$ cat config.mk
export PLATFORM = sky130hd
export DESIGN_NAME = ifu
export DESIGN_NICKNAME = d
export VERILOG_FILES = /design/src/fetch_pkg.sv /design/src/ifu.sv
export SDC_FILE = /design/constraint.sdc
export NUM_CORES = 1
export LEC_CHECK = 0
export BUFFER_PORTS_ARGS = -buffer_cell sky130_fd_sc_hd__buf_2
export CORE_AREA = 2 2 92 94
export CTS_CLUSTER_SIZE = 20
export DETAILED_ROUTE_END_ITERATION = 12
export DIE_AREA = 0 0 94 96
export MAX_ROUTING_LAYER = met4
export PLACE_DENSITY = 0.75
export SYNTH_ARGS = -nofsm -noshare
export SYNTH_HDL_FRONTEND = slang
export SYNTH_SLANG_ARGS = --single-unit
$ cat constraint.sdc
create_clock -name clk -period 3.4 [get_ports clk]
set_input_delay 0.17 -clock clk [delete_from_list [all_inputs] [get_ports clk]]
set_output_delay 0.17 -clock clk [all_outputs]
set_load 0.005 [all_outputs]
$ cat src/fetch_pkg.sv
// fetch memory and bus constants
package fetch_pkg;

	// bus widths
	localparam int addr_width = 32;
	localparam int data_width = 32;

	// first address fetched after reset
	localparam logic [addr_width-1:0] reset_pc = 32'h8000_0000;

	// instruction memory geometry
	localparam int mem_words       = 256;
	localparam int mem_index_width = 8;

	// word index sits above the byte offset
	localparam int index_lsb = 2;
	localparam int upper_lsb = index_lsb + mem_index_width;

	// clock edges from address acceptance to rvalid
	localparam int read_latency   = 2;
	localparam int read_cnt_width = $clog2(read_latency + 1);

	// AXI-lite read response codes
	localparam logic [1:0] resp_okay   = 2'd0;
	localparam logic [1:0] resp_slverr = 2'd2;

endpackage

$ cat src/ifu.sv
// instruction fetch unit
`timescale 1ns/1ps

module ifu (
	input  logic                              clk,
	input  logic                              rst,

	// read address channel
	output logic [fetch_pkg::addr_width-1:0]  araddr,
	output logic                              arvalid,
	input  logic                              arready,

	// read data channel
	input  logic [fetch_pkg::data_width-1:0]  rdata,
	input  logic [1:0]                        rresp,
	input  logic                              rvalid,
	output logic                              rready,

	// fetch output to the consumer
	output logic [fetch_pkg::addr_width-1:0]  out_pc,
	output logic [fetch_pkg::data_width-1:0]  out_inst,
	output logic                              out_fault,
	output logic                              out_valid,
	input  logic                              out_ready,

	// loop to the next-pc unit
	output logic [fetch_pkg::addr_width-1:0]  cur_pc,
	output logic [fetch_pkg::data_width-1:0]  cur_inst,
	output logic                              cur_fault,
	input  logic [fetch_pkg::addr_width-1:0]  next_pc
);
	import fetch_pkg::*;

	// one fetch in flight at a time
	typedef enum logic [1:0] {
		st_idle,
		st_addr,
		st_data,
		st_hold
	} state_t;

	state_t                state;
	state_t                state_next;
	logic [addr_width-1:0] pc;
	logic [data_width-1:0] inst_q;
	logic                  fault_q;
	logic                  ar_done;
	logic                  r_done;
	logic                  out_done;

	// handshake completions
	assign ar_done  = arvalid && arready;
	assign r_done   = rvalid && rready;
	assign out_done = out_valid && out_ready;

	always_ff @(posedge clk) begin
		if (rst) begin
			state <= st_idle;
		end else begin
			state <= state_next;
		end
	end

	always_comb begin
		state_next = state;
		case (state)
			st_idle: begin
				state_next = st_addr;
			end
			st_addr: begin
				if (ar_done) begin
					state_next = st_data;
				end
			end
			st_data: begin
				if (r_done) begin
					state_next = st_hold;
				end
			end
			st_hold: begin
				// stay here while the consumer stalls
				if (out_done) begin
					state_next = st_idle;
				end
			end
			default: begin
				state_next = st_idle;
			end
		endcase
	end

	// pc only moves once the current word has been taken
	always_ff @(posedge clk) begin
		if (rst) begin
			pc <= reset_pc;
		end else if (out_done) begin
			pc <= next_pc;
		end
	end

	// hold register for the fetched word
	always_ff @(posedge clk) begin
		if (r_done) begin
			inst_q  <= rdata;
			fault_q <= (rresp != resp_okay);
		end
	end

	// channel controls follow the state directly
	assign araddr  = pc;
	assign arvalid = (state == st_addr);
	assign rready  = (state == st_data);

	assign out_valid = (state == st_hold);
	assign out_pc    = pc;
	assign out_inst  = inst_q;
	assign out_fault = fault_q;

	assign cur_pc    = pc;
	assign cur_inst  = inst_q;
	assign cur_fault = fault_q;

endmodule

==> Word-level counts from Yosys, hierarchy flattened <==
Index checks and enable logic that the tools add are counted.
W data, S select, Z words.
{ "classes": {"eq_ne": 6, "n_mux": 4, "reduce_logical": 6} }
{ "ops": {"columns": ["operator", "count"], "rows": [
  ["$pmux W2 S4", 1],
  ["$mux W2", 3],
  ["$ne A2 B1 Y1 const B", 3],
  ["$eq A2 B2 Y1 const B", 2],
  ["$logic_and A1 B1 Y1", 3],
  ["$reduce_and A3 Y1", 1],
  ["$eq A2 B1 Y1 const B", 1],
  ["$logic_not A2 Y1", 1],
  ["$reduce_bool A2 Y1", 1]
]} }
{ "totals": {"register_bits": 67, "input_bits": 71, "out_inout_bits": 165, "elab_cells": 20} }

==> Depth between registers and ports, before layout <==
{ "depth": {"ltp_word": 4, "mapped_depth": 6, "depth_no_buf": 5} }

==> Least setup slack after synthesis <==
No wires, ideal clock.
{ "synth_path": {"kind": "register to register", "startpoint": "register state[0]", "endpoint": "register fault_q, in the netlist cur_fault (enable)", "setup_ns": 0.393, "arrival_time_ns": 1.441, "required_ns": 3.007, "slack_ns": 1.566, "path_stages_with_launch": 4, "n_path_buf": 0, "period_less_slack_ns": 1.834, "path_cell_list": "dfxtp_1 inv_1 ha_1 and2_1"} }
{ "synth_between": {"elab_chain_len": 2} }
{ "synth_lines": {"columns": ["element", "line", "source"], "rows": [
  ["from (decl)", "ifu.sv:42", "state_t state;"],
  ["from (signal assigned)", "ifu.sv:58", "state <= st_idle;"],
  ["from (signal assigned)", "ifu.sv:60", "state <= state_next;"],
  ["$eq A2 B2 Y1", "ifu.sv:112", "assign rready = (state == st_data);"],
  ["named net rready", "ifu.sv:17", "output logic rready,"],
  ["$logic_and A1 B1 Y1", "ifu.sv:53", "assign r_done = rvalid && rready;"],
  ["named net r_done", "ifu.sv:48", "logic r_done;"],
  ["to (signal assigned)", "ifu.sv:105", "fault_q <= (rresp != resp_okay);"],
  ["to (decl)", "ifu.sv:46", "logic fault_q;"]
]} }
The timed path passes the listed nets, and every way through them passes these cells.
A chain may end at the register's enable or synchronous reset.

==> Worst setup path after layout <==
{ "layout_path": {"startpoint": "register state[0]", "endpoint": "register pc[12], in the netlist araddr[12]"} }
{ "layout_between": {"elab_chain_len": 2} }
{ "layout_lines": {"columns": ["element", "line", "source"], "rows": [
  ["$eq A2 B2 Y1", "ifu.sv:114", "assign out_valid = (state == st_hold);"],
  ["$logic_and A1 B1 Y1", "ifu.sv:54", "assign out_done = out_valid && out_ready;"],
  ["to (signal assigned)", "ifu.sv:95", "pc <= reset_pc;"],
  ["to (signal assigned)", "ifu.sv:97", "pc <= next_pc;"],
  ["to (decl)", "ifu.sv:44", "logic [addr_width-1:0] pc;"]
]} }
Every way passes these cells.

==> parameters.txt <==
Parameter                              Value

Run status
  Outcome    complete, no violations

Run
  Max cap viols    0

Synthesis
  Count of cell types in the netlist    19
  Number of storage elements in the synthesis netlist    67
  Share of the yosys chip area belonging to registers    0.553
  Number of warnings printed during yosys synthesis    0
  Fraction of post-synthesis cell area in the top cell type by area    0.328
  EDFF count, synth    33
  Largest cells by area after synthesis    sky130_fd_sc_hd__edfxtp_1, sky130_fd_sc_hd__buf_4, sky130_fd_sc_hd__dfxtp_1
  Number of standard cells after synthesis    291
  Syn Std Cell Area    0.00302 sq mm
  Cell taking the most area after synthesis    sky130_fd_sc_hd__edfxtp_1
  Commonest register cell after synthesis    sky130_fd_sc_hd__dfxtp_1
  Net count of the mapped netlist    approximately 370
  Proportion of register bits with asynchronous set or reset after synthesis    0
  Mean Syn Cell Area    10.4 sq um

Drt
  Post-detailed-route via-to-cell ratio    4.33
  Drt initial violations    44
  Average wire length per cell after detail routing    13.0 um
  Drt drc    0
  Met3 WL post-DR    ~550 um
  Antenna-violating nets left    0
  Wire length the detailed router placed on met1    2.60 mm
  Number of iterations in the first detailed-routing pass    4
  Met2 wirelength from detailed routing    4.10 mm
  Highest signal layer in the routed design    met4
  DRT Wirelength    7.37 mm
  Vias after detailed routing    2,453

Worst setup path
  R2R Path End    araddr[12]
  Critical Path Source Type    register
  Kind of end point of the critical path    register
  Required time worst endpoint    3.65 ns
  Worst reg2reg setup slack    approximately 1.5 ns
  R2R Path Start    state[0]
  Critical path endpoint    araddr[12]
  Series of cell instances along the critical path    ha_1 -> and2_1 -> nand2_1 -> a21oi_1
  Depth of the worst register-to-register path    4
  Max stage delay cell, worst path    sky130_fd_sc_hd__and2_1
  Max incr delay on CP    0.91 ns
  Worst setup path start    state[0]
  Setup CP Type    reg2reg
  Worst endpoint data arrival time    2.17 ns
  Worst-path fanout max    32

Timing
  Max-Slew Margin vs Limit    0.241
  Setup repair after global routing missed its margin    no
  Peak clock frequency supported by timing    roughly 0.52 GHz
  Total count of hold-check failures in the final report    0
  Period utilization    0.567
  Final setup vio count    0
  Sum of negative setup slack    0 ns
  Transition time of the tightest slew-check pin    roughly 1.1 ns
  Final critical-path required period    1.93 ns
  Number of max-slew violations in the final report    0
  Final setup skew    slightly below 0.01 ns

Clock network
  Clock sink count    67
  Number of CTS-inserted buffers    9
  Clock tree from TritonCTS    built
  Clock insertion delay at the later pin of the skew report    between 0.3 and 0.4 ns
  Post-cts gate resize count    0
  Buffers inserted by post-CTS timing repair    0
  Max H-tree Level    3
  CTS max path bufs    2
  Clock root buffer    sky130_fd_sc_hd__clkbuf_8
  Post-CTS clock slew at the launch and capture registers of the worst setup and hold paths    0.07 ns

Floorplanning
  Core footprint    0.00805 sq mm
  Die width    94 um
  Starting density of the core    0.375
  I/O pin count    approximately 240
  Chip height    roughly 96 um
  Core Rows    33
  Area of the die    0.00902 sq mm

Global routing
  Largest net degree at the start of global routing    36
  All-layer global routing usage    0.158
  Wire length of the first global-routing pass    10.3 mm
  Via count of the first global-routing pass    2,089
  Antenna violations before repair    0
  GR Overflow Total    0

Power and ir drop
  Power per standard cell area    536 mW/mm^2
  Leakage power summed over all cells    2.03 nW
  IR drop worst, VDD    between 0.2 and 0.25 mV

Placed design
  Final weighted congestion in routability-driven placement    between 0.7 and 0.8
  Count of buffers inserted at the top-level ports    approximately 240
  Half-perimeter wire length after detailed placement    5.40 mm
  Number of cells in the design after placement    524

Cells and area
  Area grow syn2layout    34.0%
  Antenna fix cells    0
  Layout cell share with drive strength beyond 1    0.545
  Number of nets in the layout    532
  Non-filler cells in the finished layout    567

Worst hold path
  Worst hold stages    1
  Class of the tightest hold or removal check    in2reg
==> cells in the final DEF (no fill, tap or decap) <==
| cell type | synthesis | routed |
|---|---|---|
| sky130_fd_sc_hd__clkbuf_1 | 3 | 1 |
| sky130_fd_sc_hd__mux2i_1 | 1 | 1 |
| sky130_fd_sc_hd__edfxtp_1 | 33 | 33 |
| sky130_fd_sc_hd__o21a_1 | 1 | 1 |
| sky130_fd_sc_hd__nand2_1 | 65 | 65 |
| sky130_fd_sc_hd__and3_1 | 1 | 1 |
| sky130_fd_sc_hd__a31oi_1 | 1 | 1 |
| sky130_fd_sc_hd__clkinv_4 | 0 | 2 |
| sky130_fd_sc_hd__or2_2 | 1 | 1 |
| sky130_fd_sc_hd__ha_1 | 4 | 4 |
| sky130_fd_sc_hd__dfxtp_1 | 34 | 34 |
| sky130_fd_sc_hd__and2_1 | 2 | 2 |
| sky130_fd_sc_hd__buf_2 | 4 | 235 |
| sky130_fd_sc_hd__nor2_1 | 1 | 1 |
| sky130_fd_sc_hd__nand2b_1 | 5 | 5 |
| sky130_fd_sc_hd__inv_1 | 2 | 2 |
| sky130_fd_sc_hd__clkinvlp_4 | 0 | 1 |
| sky130_fd_sc_hd__dlygate4sd3_1 | 0 | 27 |
| sky130_fd_sc_hd__nand3b_1 | 1 | 1 |
| sky130_fd_sc_hd__clkbuf_8 | 0 | 9 |
| sky130_fd_sc_hd__buf_4 | 98 | 1 |
| sky130_fd_sc_hd__a21oi_1 | 31 | 31 |
| sky130_fd_sc_hd__bufinv_16 | 0 | 3 |
==> routing by layer <==
layer,vias to the layer above,global-route usage
met5,-,-
met4,0,0.0652
met3,12,0.0431
met2,133,0.283
met1,1133,0.164
li1,1175,-
==> critical path, delay by kind of cell, from the launching register on <==
family	cells	cell delay [ns]
flops	1	0.39
simple gates	2	1.03
compound gates	1	0.19
fa+ha+maj	1	0.23
==> flip-flops by register name (all words and copies together) (netlist names) <==
| register | count |
|---|---|
| cur_fault | 1 |
| araddr | 32 |
| state | 2 |
| cur_inst | 32 |
==> report_power, final <==
group | leakage, nW | switching [mW] | internal, mW
registers | 0.574 | 0.0546 | 0.939
logic | 1.33 | 0.182 | 0.197
clock network | 0.117 | 0.308 | 0.490
total | 2.03 | 0.544 | 1.63
==> final cells by class <==
type,count,area [sq um]
fill,792,4000
sequential,67,1670
timing repair buffer,263,1450
multi-input combinational,114,541
tap,105,131
clock buffer,10,128
clock inverter,6,115
inverter,2,7.51
==> per-stage QoR <==
stage	setup WS, ns	cell area [sq um]	hold slack (ns)	utilization	total power, mW
after floorplan	1.57	3020	0.269	-	1.27
after global placement	1.62	3530	0.348	0.439	1.36
after detailed placement	1.46	3530	0.348	0.439	1.37
after CTS	1.43	4030	0.00168	0.500	2.20
after global routing	1.24	4050	0.00198	0.503	2.29
final	1.47	4050	0.0209	0.503	2.17
==> repair_timing <==
item | 4_1_cts | 5_1_grt
hold buffers | 25 | 2
endpoints found under the hold margin | 25 | 2
setup endpoints to repair | 0 | 0
==> Yosys cell counts (all sizes together), types with 2 or more instances <==
library cell and instances:
buf 105, and2 2, clkbuf 3, a21oi 31, edfxtp 33, nand2b 5
dfxtp 34, nand2 65, ha 4, inv 2
==> worst min-delay path by stage <==
stage	startpoint	to	slack (ns)
final	rdata[21]	cur_inst[21]	0.02
after global placement	rdata[9]	cur_inst[9]	0.35
after detailed placement	rdata[9]	cur_inst[9]	0.35
after CTS	rdata[4]	cur_inst[4]	0.002
after global routing	rdata[2]	cur_inst[2]	0.002
after floorplan	rdata[0]	cur_inst[0]	0.27
==> cell families (layout without fill, tap and decap cells) <==
group / after synthesis / after routing / synth area share
adders and majority gates: 4 / 4 / 0.0166
buffers and inverters: 110 / 281 / 0.268
DFF: 67 / 67 / 0.553
AOI/OAI and AO/OA: 33 / 33 / 0.0559
and+or+nand+nor: 76 / 76 / 0.103
muxes: 1 / 1 / 0.00331
Power figures use the tool's default switching activity.
