### src/fetch_pkg.sv
// fetch memory and bus constants
package fetch_pkg;

	// bus widths
	localparam int addr_width = 32;
	localparam int data_width = 32;

	// first address fetched after reset
	localparam logic [addr_width-1:0] reset_pc = 32'h8000_0000;

	// instruction memory geometry
	localparam int mem_words       = 256;
	localparam int mem_index_width = 8;

	// word index sits above the byte offset
	localparam int index_lsb = 2;
	localparam int upper_lsb = index_lsb + mem_index_width;

	// clock edges from address acceptance to rvalid
	localparam int read_latency   = 2;
	localparam int read_cnt_width = $clog2(read_latency + 1);

	// AXI-lite read response codes
	localparam logic [1:0] resp_okay   = 2'd0;
	localparam logic [1:0] resp_slverr = 2'd2;

endpackage

### src/rv_pkg.sv
// risc-v instruction encoding constants
package rv_pkg;

	// major opcode field in bits [6:0]
	localparam int opcode_width = 7;

	// jump and link
	localparam logic [opcode_width-1:0] opcode_jal = 7'b1101111;

	// J-type immediate is 21 bits including the implied zero lsb
	localparam int jimm_width = 21;

	// sequential step, no compressed instructions
	localparam int pc_step = 4;

endpackage

### src/next_pc_unit.sv
// next pc computation
`timescale 1ns/1ps

module next_pc_unit (
	input  logic [fetch_pkg::addr_width-1:0] cur_pc,
	input  logic [fetch_pkg::data_width-1:0] cur_inst,
	input  logic                             cur_fault,
	output logic [fetch_pkg::addr_width-1:0] next_pc
);
	import fetch_pkg::*;
	import rv_pkg::*;

	logic [opcode_width-1:0] opcode;
	logic [jimm_width-1:0]   jimm;
	logic [addr_width-1:0]   jimm_ext;
	logic                    is_jal;

	assign opcode = cur_inst[opcode_width-1:0];

	// faulted words carry no valid encoding
	assign is_jal = !cur_fault && (opcode == opcode_jal);

	// J-type immediate, scrambled in the encoding
	assign jimm = {
		cur_inst[31],
		cur_inst[19:12],
		cur_inst[20],
		cur_inst[30:21],
		1'b0
	};

	// sign extend to the address width
	assign jimm_ext = {{(addr_width - jimm_width){jimm[jimm_width-1]}}, jimm};

	always_comb begin
		if (is_jal) begin
			next_pc = cur_pc + jimm_ext;
		end else begin
			next_pc = cur_pc + addr_width'(pc_step);
		end
	end

endmodule

### config.mk
export PLATFORM = sky130hd
export DESIGN_NAME = next_pc_unit
export DESIGN_NICKNAME = d
export VERILOG_FILES = /design/src/fetch_pkg.sv /design/src/rv_pkg.sv /design/src/next_pc_unit.sv
export SDC_FILE = /design/constraint.sdc
export NUM_CORES = 1
export LEC_CHECK = 0
export BUFFER_PORTS_ARGS = -buffer_cell sky130_fd_sc_hd__buf_2
export CAP_MARGIN = 25
export CORE_ASPECT_RATIO = 1.4
export CORE_UTILIZATION = 30
export DETAILED_ROUTE_END_ITERATION = 8
export PLACE_DENSITY = 0.57
export SKIP_LAST_GASP = 1
export SLEW_MARGIN = 20
export SYNTH_ARGS = -nofsm -noshare
export SYNTH_HDL_FRONTEND = slang
export SYNTH_SLANG_ARGS = --single-unit
### constraint.sdc
create_clock -name vclk -period 2.6
set_clock_uncertainty 0.2 [all_clocks]
set_input_delay 0.26 -clock vclk [all_inputs]
set_output_delay 0.26 -clock vclk [all_outputs]
set_load 0.03 [all_outputs]
### Word level (Yosys, flattened, before mapping)

Cells that the tools add are included.
W data, S select, Z words.

| word-level totals | value |
|---|---|
| flip-flop bits (word level) | 0 |
| latch bits | 0 |
| memory bits (writable) | 0 |
| ROM bits | 0 |
| memories | 0 |

| cells by class | value |
|---|---|
| add/sub/neg operators | 2 |
| $mul | 0 |
| div/mod/pow operators | 0 |
| magnitude comparators | 0 |
| equal/unequal tests | 1 |
| shift-type cells | 0 |
| muxes and demuxes | 1 |
| bitwise logic cells | 0 |
| reduce and logical (&&, ||, !) cells | 2 |

Operator list:

| cell | count |
|---|---|
| $add A32 B3 Y32 const B | 1 |
| $add A32 B32 Y32 | 1 |
| $mux W32 | 1 |
| $eq A7 B7 Y1 const B | 1 |
| $logic_and A1 B1 Y1 | 1 |
| $logic_not A1 Y1 | 1 |

### Logic depth before layout (Yosys ltp)

Gate-level depths: netlist of run 1.

| logic depth | value |
|---|---|
| depth after elaboration | 3 |
| gate-level depth with buffers | 10 |
| depth with buffers taken out | 10 |

### Worst setup path before layout of run 1

OpenSTA, ideal clock, no wires.

| timing path | value |
|---|---|
| path type | in2out |
| start point | input cur_pc[4] in the netlist's numbering |
| end point | output next_pc[20] in the netlist's numbering |
| data arrival time | 2.410 ns |
| required time | 2.140 ns |
| slack | -0.270 ns |
| cell stages on the path | 8 |
| path buffers | 0 |
| cells stage by stage | ha_1 a21o_1 a21oi_2 a21oi_2 a311oi_4 o31ai_2 xnor2_1 o21ai_0 |

| on the way | value |
|---|---|
| cells in the longest elaborated chain, start to end | 2 |

RTL lines:

| element | RTL line | source |
|---|---|---|
| start: declaration | next_pc_unit.sv:5 | `input logic [fetch_pkg::addr_width-1:0] cur_pc,` |
| $add A32 B3 Y32 or $add A32 B32 Y32 (tied branches) | next_pc_unit.sv:39, next_pc_unit.sv:37 |  |
| $mux W32 (*) | next_pc_unit.sv:36 | `if (is_jal) begin` |
| end: declaration | next_pc_unit.sv:8 | `output logic [fetch_pkg::addr_width-1:0] next_pc` |

Every way passes the cells marked *; elsewhere a longest branch is shown, timed or not.

### Worst setup path after layout of run 1

| timing path | value |
|---|---|
| start point | input cur_pc[19] in the netlist's numbering |
| end point | output next_pc[29] in the netlist's numbering |

Same word-level chain as after synthesis.

==> results of run 1 <==
==> worst paths after layout <==
path           to  cells after the start  slack [ps]  startpoint
max   next_pc[29]                     11        -160  cur_pc[19]
min    next_pc[0]                      0         320   cur_pc[0]
==> worst max-delay path, delay by kind of cell <==
kind | cells | cell delay [ps]
buffers and inverters | 4 | 630
AOI/OAI and AO/OA | 4 | 910
adders and majority gates | 1 | 250
and+or+nand+nor | 2 | 250
==> layout by cell type, fill, tap and decap left out, types with 3 or more instances in the layout <==
cell / n
ha_1: 7
nor2_1: 24
buf_6: 32
and2_1: 6
nor3_1: 4
nand2_1: 57
xor2_1: 18
o21ai_2: 6
o21bai_1: 5
a21oi_1: 12
and4_1: 4
ha_4: 23
xnor2_1: 28
o21a_1: 5
a21o_1: 16
buf_12: 3
nor2_2: 3
a21oi_4: 6
a21oi_2: 13
nor2b_1: 3
and3_1: 6
nand4_1: 6
inv_1: 6
nor3_2: 3
o21ai_0: 8
a211oi_4: 5
buf_8: 5
o21ai_1: 13
nand3_2: 4
buf_4: 139
buf_2: 57
nand3_1: 18
==> metal layers <==
metal	share of wire, %	wire length [µm]	GRT usage (%)	up-vias
li1	-	-	-	1902
met1	39	4400	25.1	1797
met5	0	0	0	-
met3	3.7	421	0.876	22
met2	55	6280	45.5	115
met4	2.3	264	4.56	0
==> metrics by stage <==
stage	total power, W	utilization, %	hold WS, ps	setup TNS [ps]
after floorplan	0.000497	-	452	-42.2
after global placement	0.000879	49.1	320	-3360
after detailed placement	0.000892	49.1	320	-3800
after CTS	0.00103	55.9	320	-878
after global routing	0.00126	61.2	320	-2550
final	0.00118	61.2	320	-1090
==> kinds of logic after synthesis <==
| family | count (synthesis) | share of synthesized area (%) |
|---|---|---|
| multiplexers | 1 | 0.372 |
| AO/OA/AOI/OAI | 126 | 34.0 |
| buffers and inverters | 24 | 4.00 |
| AND/OR/NAND/NOR | 162 | 30.8 |
| adder cells (fa/ha/maj) | 32 | 15.2 |
| XOR/XNOR | 48 | 15.6 |
==> final cells by class <==
class              instances  area share, %
multi-input cells        369           62.5
well taps                105           2.48
inverters                  8          0.567
repair buffers           236           34.4
==> what timing repair did <==
| item | 4_1_cts | 5_1_grt |
|---|---|---|
| setup buffers | 8 | 14 |
| endpoints found under the setup margin | 22 | 22 |
| pin swaps | 46 | 39 |
| gates cloned | 0 | 0 |
| resized for setup | 98 | 78 |
==> power by group <==
part           switching [W]  internal [W]  total (W)
Sequential                 0             0          0
Combinational       0.000577      0.000600    0.00118
Clock                      0             0          0
Total               0.000577      0.000600    0.00118
==> flow_metrics.tcl, run 1 <==
set metrics [dict create \
    drc 0 \
    vias 3836 \
    dp_slack_ps -309 \
    crit_path_max_incr_delay_ps 360 \
    setup_ws_ps -161 \
    status "finished with violations" \
    routed_wl_um 11400 \
    ant_nets 0 \
    design_area_um2 5300 \
    dr.pass1.iters 4 \
    crit_path_cell_trace "buf_2 > ha_4 > buf_6 > and3_1 > a311oi_1 > buf_4 > nand3_4 > o2111ai_4 > a21oi_2 > a211oi_4 > buf_6" \
    slew_headroom_pct 73.1 \
    cp.required_ps 2140 \
    syn2layout_area_growth_pct 96.9 \
    grt_max_degree 51 \
    vias_per_cell 5.34 \
    place.gp.congestion 0.899 \
    n_antenna_cell 0 \
    grt_pass1_vias 3818 \
    die-area_um2 9360 \
    min_period_ps 2760 \
    setup.worst_path.end_class "output port" \
    finalMaxSlewViolations 0 \
    wl_per_cell_um 15.8 \
    ctsHoldBuffers 0 \
    netlist_instances 393 \
    synth_top_area_share_pct 14.4 \
    synthDistinctLibCells 65 \
    post_synth_most_frequent_cells "59 x nand2_1, 31 x ha_1, 29 x nor2_1, 29 x xnor2_1, 27 x a21oi_1" \
    grt_pass1_wl_um 17000 \
    io_buffers 90 \
    num-fill-cells 753 \
    fin_crit_sh_pct 106 \
    grt.overflow.total 0 \
    synth_area_leaders "ha_1 14%, xnor2_1 9.4%, nand2_1 8.2%" \
    multi_input_area_um2 3310 \
    clock_buffers 0 \
    rows 40 \
    ir_drop_uv 112 \
    synth_seq_area_share_pct 0 \
    fin_cells 718 \
    slowest_stage "a311oi_1" \
    startpoint_type "primary input" \
    crit_type "in2out" \
    synth_area_leader_cell "ha_1" \
    grt_antenna_before_repair 0 \
    start_util_pct 31.1 \
    ioPinCount 97 \
    cp_common_cell "buf_6" \
    flops_and_latches 0 \
    dp_hpwl_um 8290 \
    failed_checks "setup timing" \
    tightest_slew_ps 403 \
    core_area_um2 8660 \
    final_hold_viol_count 0 \
    finalSetupViolCount 15 \
    synth_most_common_cell "nand2_1" \
    die_height_um 114 \
    nNetsFinal 712 \
    crit_path_max_fanout 7 \
    maxCapViolCount 0 \
    die_x_um 82.1 \
    rsz0062_at_grt "yes" \
    max_freq_mhz 362 \
    grt_usage_pct 22.6 \
    power.density_nw_per_um2 222 \
    place_area_um2 4260 \
    p_leak_nw 2.40 \
    syn_nets 490 \
    seq_area_um2 0 \
    holdCritPathClass "in2out" \
    dp.cells 698 \
    arrival_ps 2300 \
    syn_area_per_cell_um2 6.85 \
    drive_above_1_share_pct 55.8 \
    yosys_warnings 0 \
    drtIter0Drc 207 \
    synth_area_um2 2690 \
]
Power figures use the tool's default switching activity.
==> run 2: changes to the inputs <==
Settings changed: ABC_AREA from default to 1, PLACE_DENSITY 0.57 to 0.55.
==> flow_metrics.tcl, run 2 <==
set metrics [dict create \
    min_to "next_pc[0]" \
    arrival_ps 2000 \
    crit_path_max_incr_delay_ps 370 \
    netlist_instances 700 \
    tightest_slew_ps 552 \
    cp.required_ps 2140 \
    maxCapViolCount 0 \
    cp.buffers_inverters 4 \
    holdPathStages 0 \
    ant_nets 0 \
    flops_and_latches 0 \
    io_buffers 90 \
    seqPwrFrac_pct 0 \
    synth_area_um2 3410 \
    final_hold_viol_count 0 \
    crit_path_max_fanout 4 \
    vias 4507 \
    clockPowerShare_pct 0 \
    drive_above_1_share_pct 19.0 \
    crit_family "buffers and inverters" \
    routed_wl_um 13100 \
    sw_frac_of_total_pct 64.6 \
    grt_pass1_vias 4260 \
    vias_per_cell 4.78 \
    die_x_um 92.1 \
    crit_path_cell_trace "buf_2 > ha_1 > nand2_1 > inv_1 > a21oi_1 > nand3_2 > buf_4 > a21oi_1 > o21ai_1 > nand2_1 > buf_2" \
    place.gp.congestion 0.913 \
    fin_util_pct 38.3 \
    setup_tns_ps 0 \
    slowest_stage "ha_1" \
    status "finished clean" \
    die_height_um 128 \
    synth_area_leader_cell "nand2_1" \
    drc 0 \
    core_area_um2 11000 \
    dp_hpwl_um 11600 \
    setup.worst_path.end_class "output port" \
    min_period_ps 2460 \
    yosys_warnings 0 \
    max_freq_mhz 406 \
    die-area_um2 11800 \
    start_util_pct 31.0 \
    synth_area_leaders "nand2_1 31%, inv_1 13%, ha_1 11%" \
    grt_usage_pct 22.1 \
    power_frac_comb_pct 100.0 \
    n_antenna_cell 0 \
    drtIter0Drc 247 \
    post_synth_most_frequent_cells "286 x nand2_1, 121 x inv_1, 62 x nor2_1" \
    wl_per_cell_um 13.9 \
    nNetsFinal 901 \
    synth_top_area_share_pct 31.5 \
    clock_buffers 0 \
    seq_area_um2 0 \
    rsz0062_at_grt "yes" \
    grt_pass1_wl_um 20600 \
    rows 45 \
    power.density_nw_per_um2 191 \
    p_leak_nw 2.47 \
    synth_seq_area_share_pct 0 \
    syn_area_per_cell_um2 4.87 \
    finalMaxSlewViolations 0 \
    holdCritPathClass "in2out" \
    slew_headroom_pct 63.1 \
    layout_commonest_cell "nand2_1" \
    power.switching_w 0.000519 \
    final_cell_mix "284 x nand2_1, 120 x inv_1, 88 x buf_2" \
    grt.overflow.total 0 \
    ir_drop_uv 108 \
    ioPinCount 97 \
    grt_max_degree 31 \
    synthDistinctLibCells 34 \
    min_from "cur_pc[0]" \
    syn2layout_area_growth_pct 23.5 \
    fin_crit_sh_pct 94.6 \
    startpoint_type "primary input" \
    crit_type "in2out" \
    finalSetupViolCount 0 \
    p_int_w 0.000284 \
    dr.pass1.iters 5 \
    synth_most_common_cell "nand2_1" \
    syn_nets 797 \
    grt_antenna_before_repair 0 \
]
[run 2: cell types whose count changed in the layout (fill, tap and decap cells not counted), moves of 12 or more]
cell     change
a21o_1      -15
a21oi_2     -12
buf_2       +31
buf_4      -122
buf_6       -32
ha_1        +15
ha_4        -22
inv_1      +114
nand2_1    +227
nand3_1     +34
nor2_1      +34
[run 2: per-layer routing]
layer / part of all wire, % / global-route usage [%] / vias up / routed length [µm]
met4: 5.8 / 11.3 / 0 / 763
met5: 0 / 0 / - / 0
met2: 50 / 41.6 / 143 / 6480
met3: 3.8 / 1.19 / 35 / 498
li1: - / - / 2385 / -
met1: 41 / 24.8 / 1944 / 5350
[run 2: power groups by stage]
| stage | clock (W) | combinational [W] | sequential [W] |
|---|---|---|---|
| after global placement | 0 | 0.000782 | 0 |
| final | 0 | 0.000803 | 0 |
| after floorplan | 0 | 0.000515 | 0 |
| after detailed placement | 0 | 0.000782 | 0 |
| after global routing | 0 | 0.000897 | 0 |
| after CTS | 0 | 0.000786 | 0 |
[run 2: worst max path at each step]
stage / from / endpoint / cells after the start / slack [ps]
final: cur_pc[11] / next_pc[13] / 11 / 140
after global routing: cur_inst[31] / next_pc[27] / 12 / -8
after CTS: cur_pc[1] / next_pc[13] / 14 / 50
after detailed placement: cur_pc[1] / next_pc[13] / 14 / 60
after global placement: cur_pc[1] / next_pc[13] / 14 / 50
after floorplan: cur_pc[1] / next_pc[9] / 10 / 90
[run 2: through the flow]
| stage | std cells | hold WS (ps) | power, W | cell area, µm² | worst slack (ps) |
|---|---|---|---|---|---|
| 3_3_place_gp | 943 | 321 | 0.000782 | 4130 | 50.7 |
| 2_1_floorplan | 700 | 452 | 0.000515 | 3410 | 86.5 |
| 3_5_place_dp | 943 | 321 | 0.000782 | 4130 | 56.4 |
| 6_report | 943 | 320 | 0.000803 | 4210 | 140 |
| 4_1_cts | 943 | 321 | 0.000786 | 4130 | 51.2 |
| 5_1_grt | 943 | 320 | 0.000897 | 4210 | -8.42 |
[run 2: logic make-up after synthesis]
| group | count (synthesis) | share of synthesized area, % |
|---|---|---|
| buffers and inverters | 131 | 14.7 |
| AND/OR/NAND/NOR | 451 | 56.9 |
| XOR/XNOR | 29 | 7.45 |
| AO/OA/AOI/OAI | 57 | 8.96 |
| adder cells (fa/ha/maj) | 32 | 12.0 |
[run 2: area by class of cell]
cell class,instances,area [µm²]
inverters,126,473
repair buffers,107,583
well taps,141,176
multi-input cells,569,2980
fillers,1320,6770
[run 2: repair_timing]
action,4_1_cts,5_1_grt
setup endpoints to repair,0,13
gates resized for setup,0,24
setup buffers,0,0
hold buffers,0,0
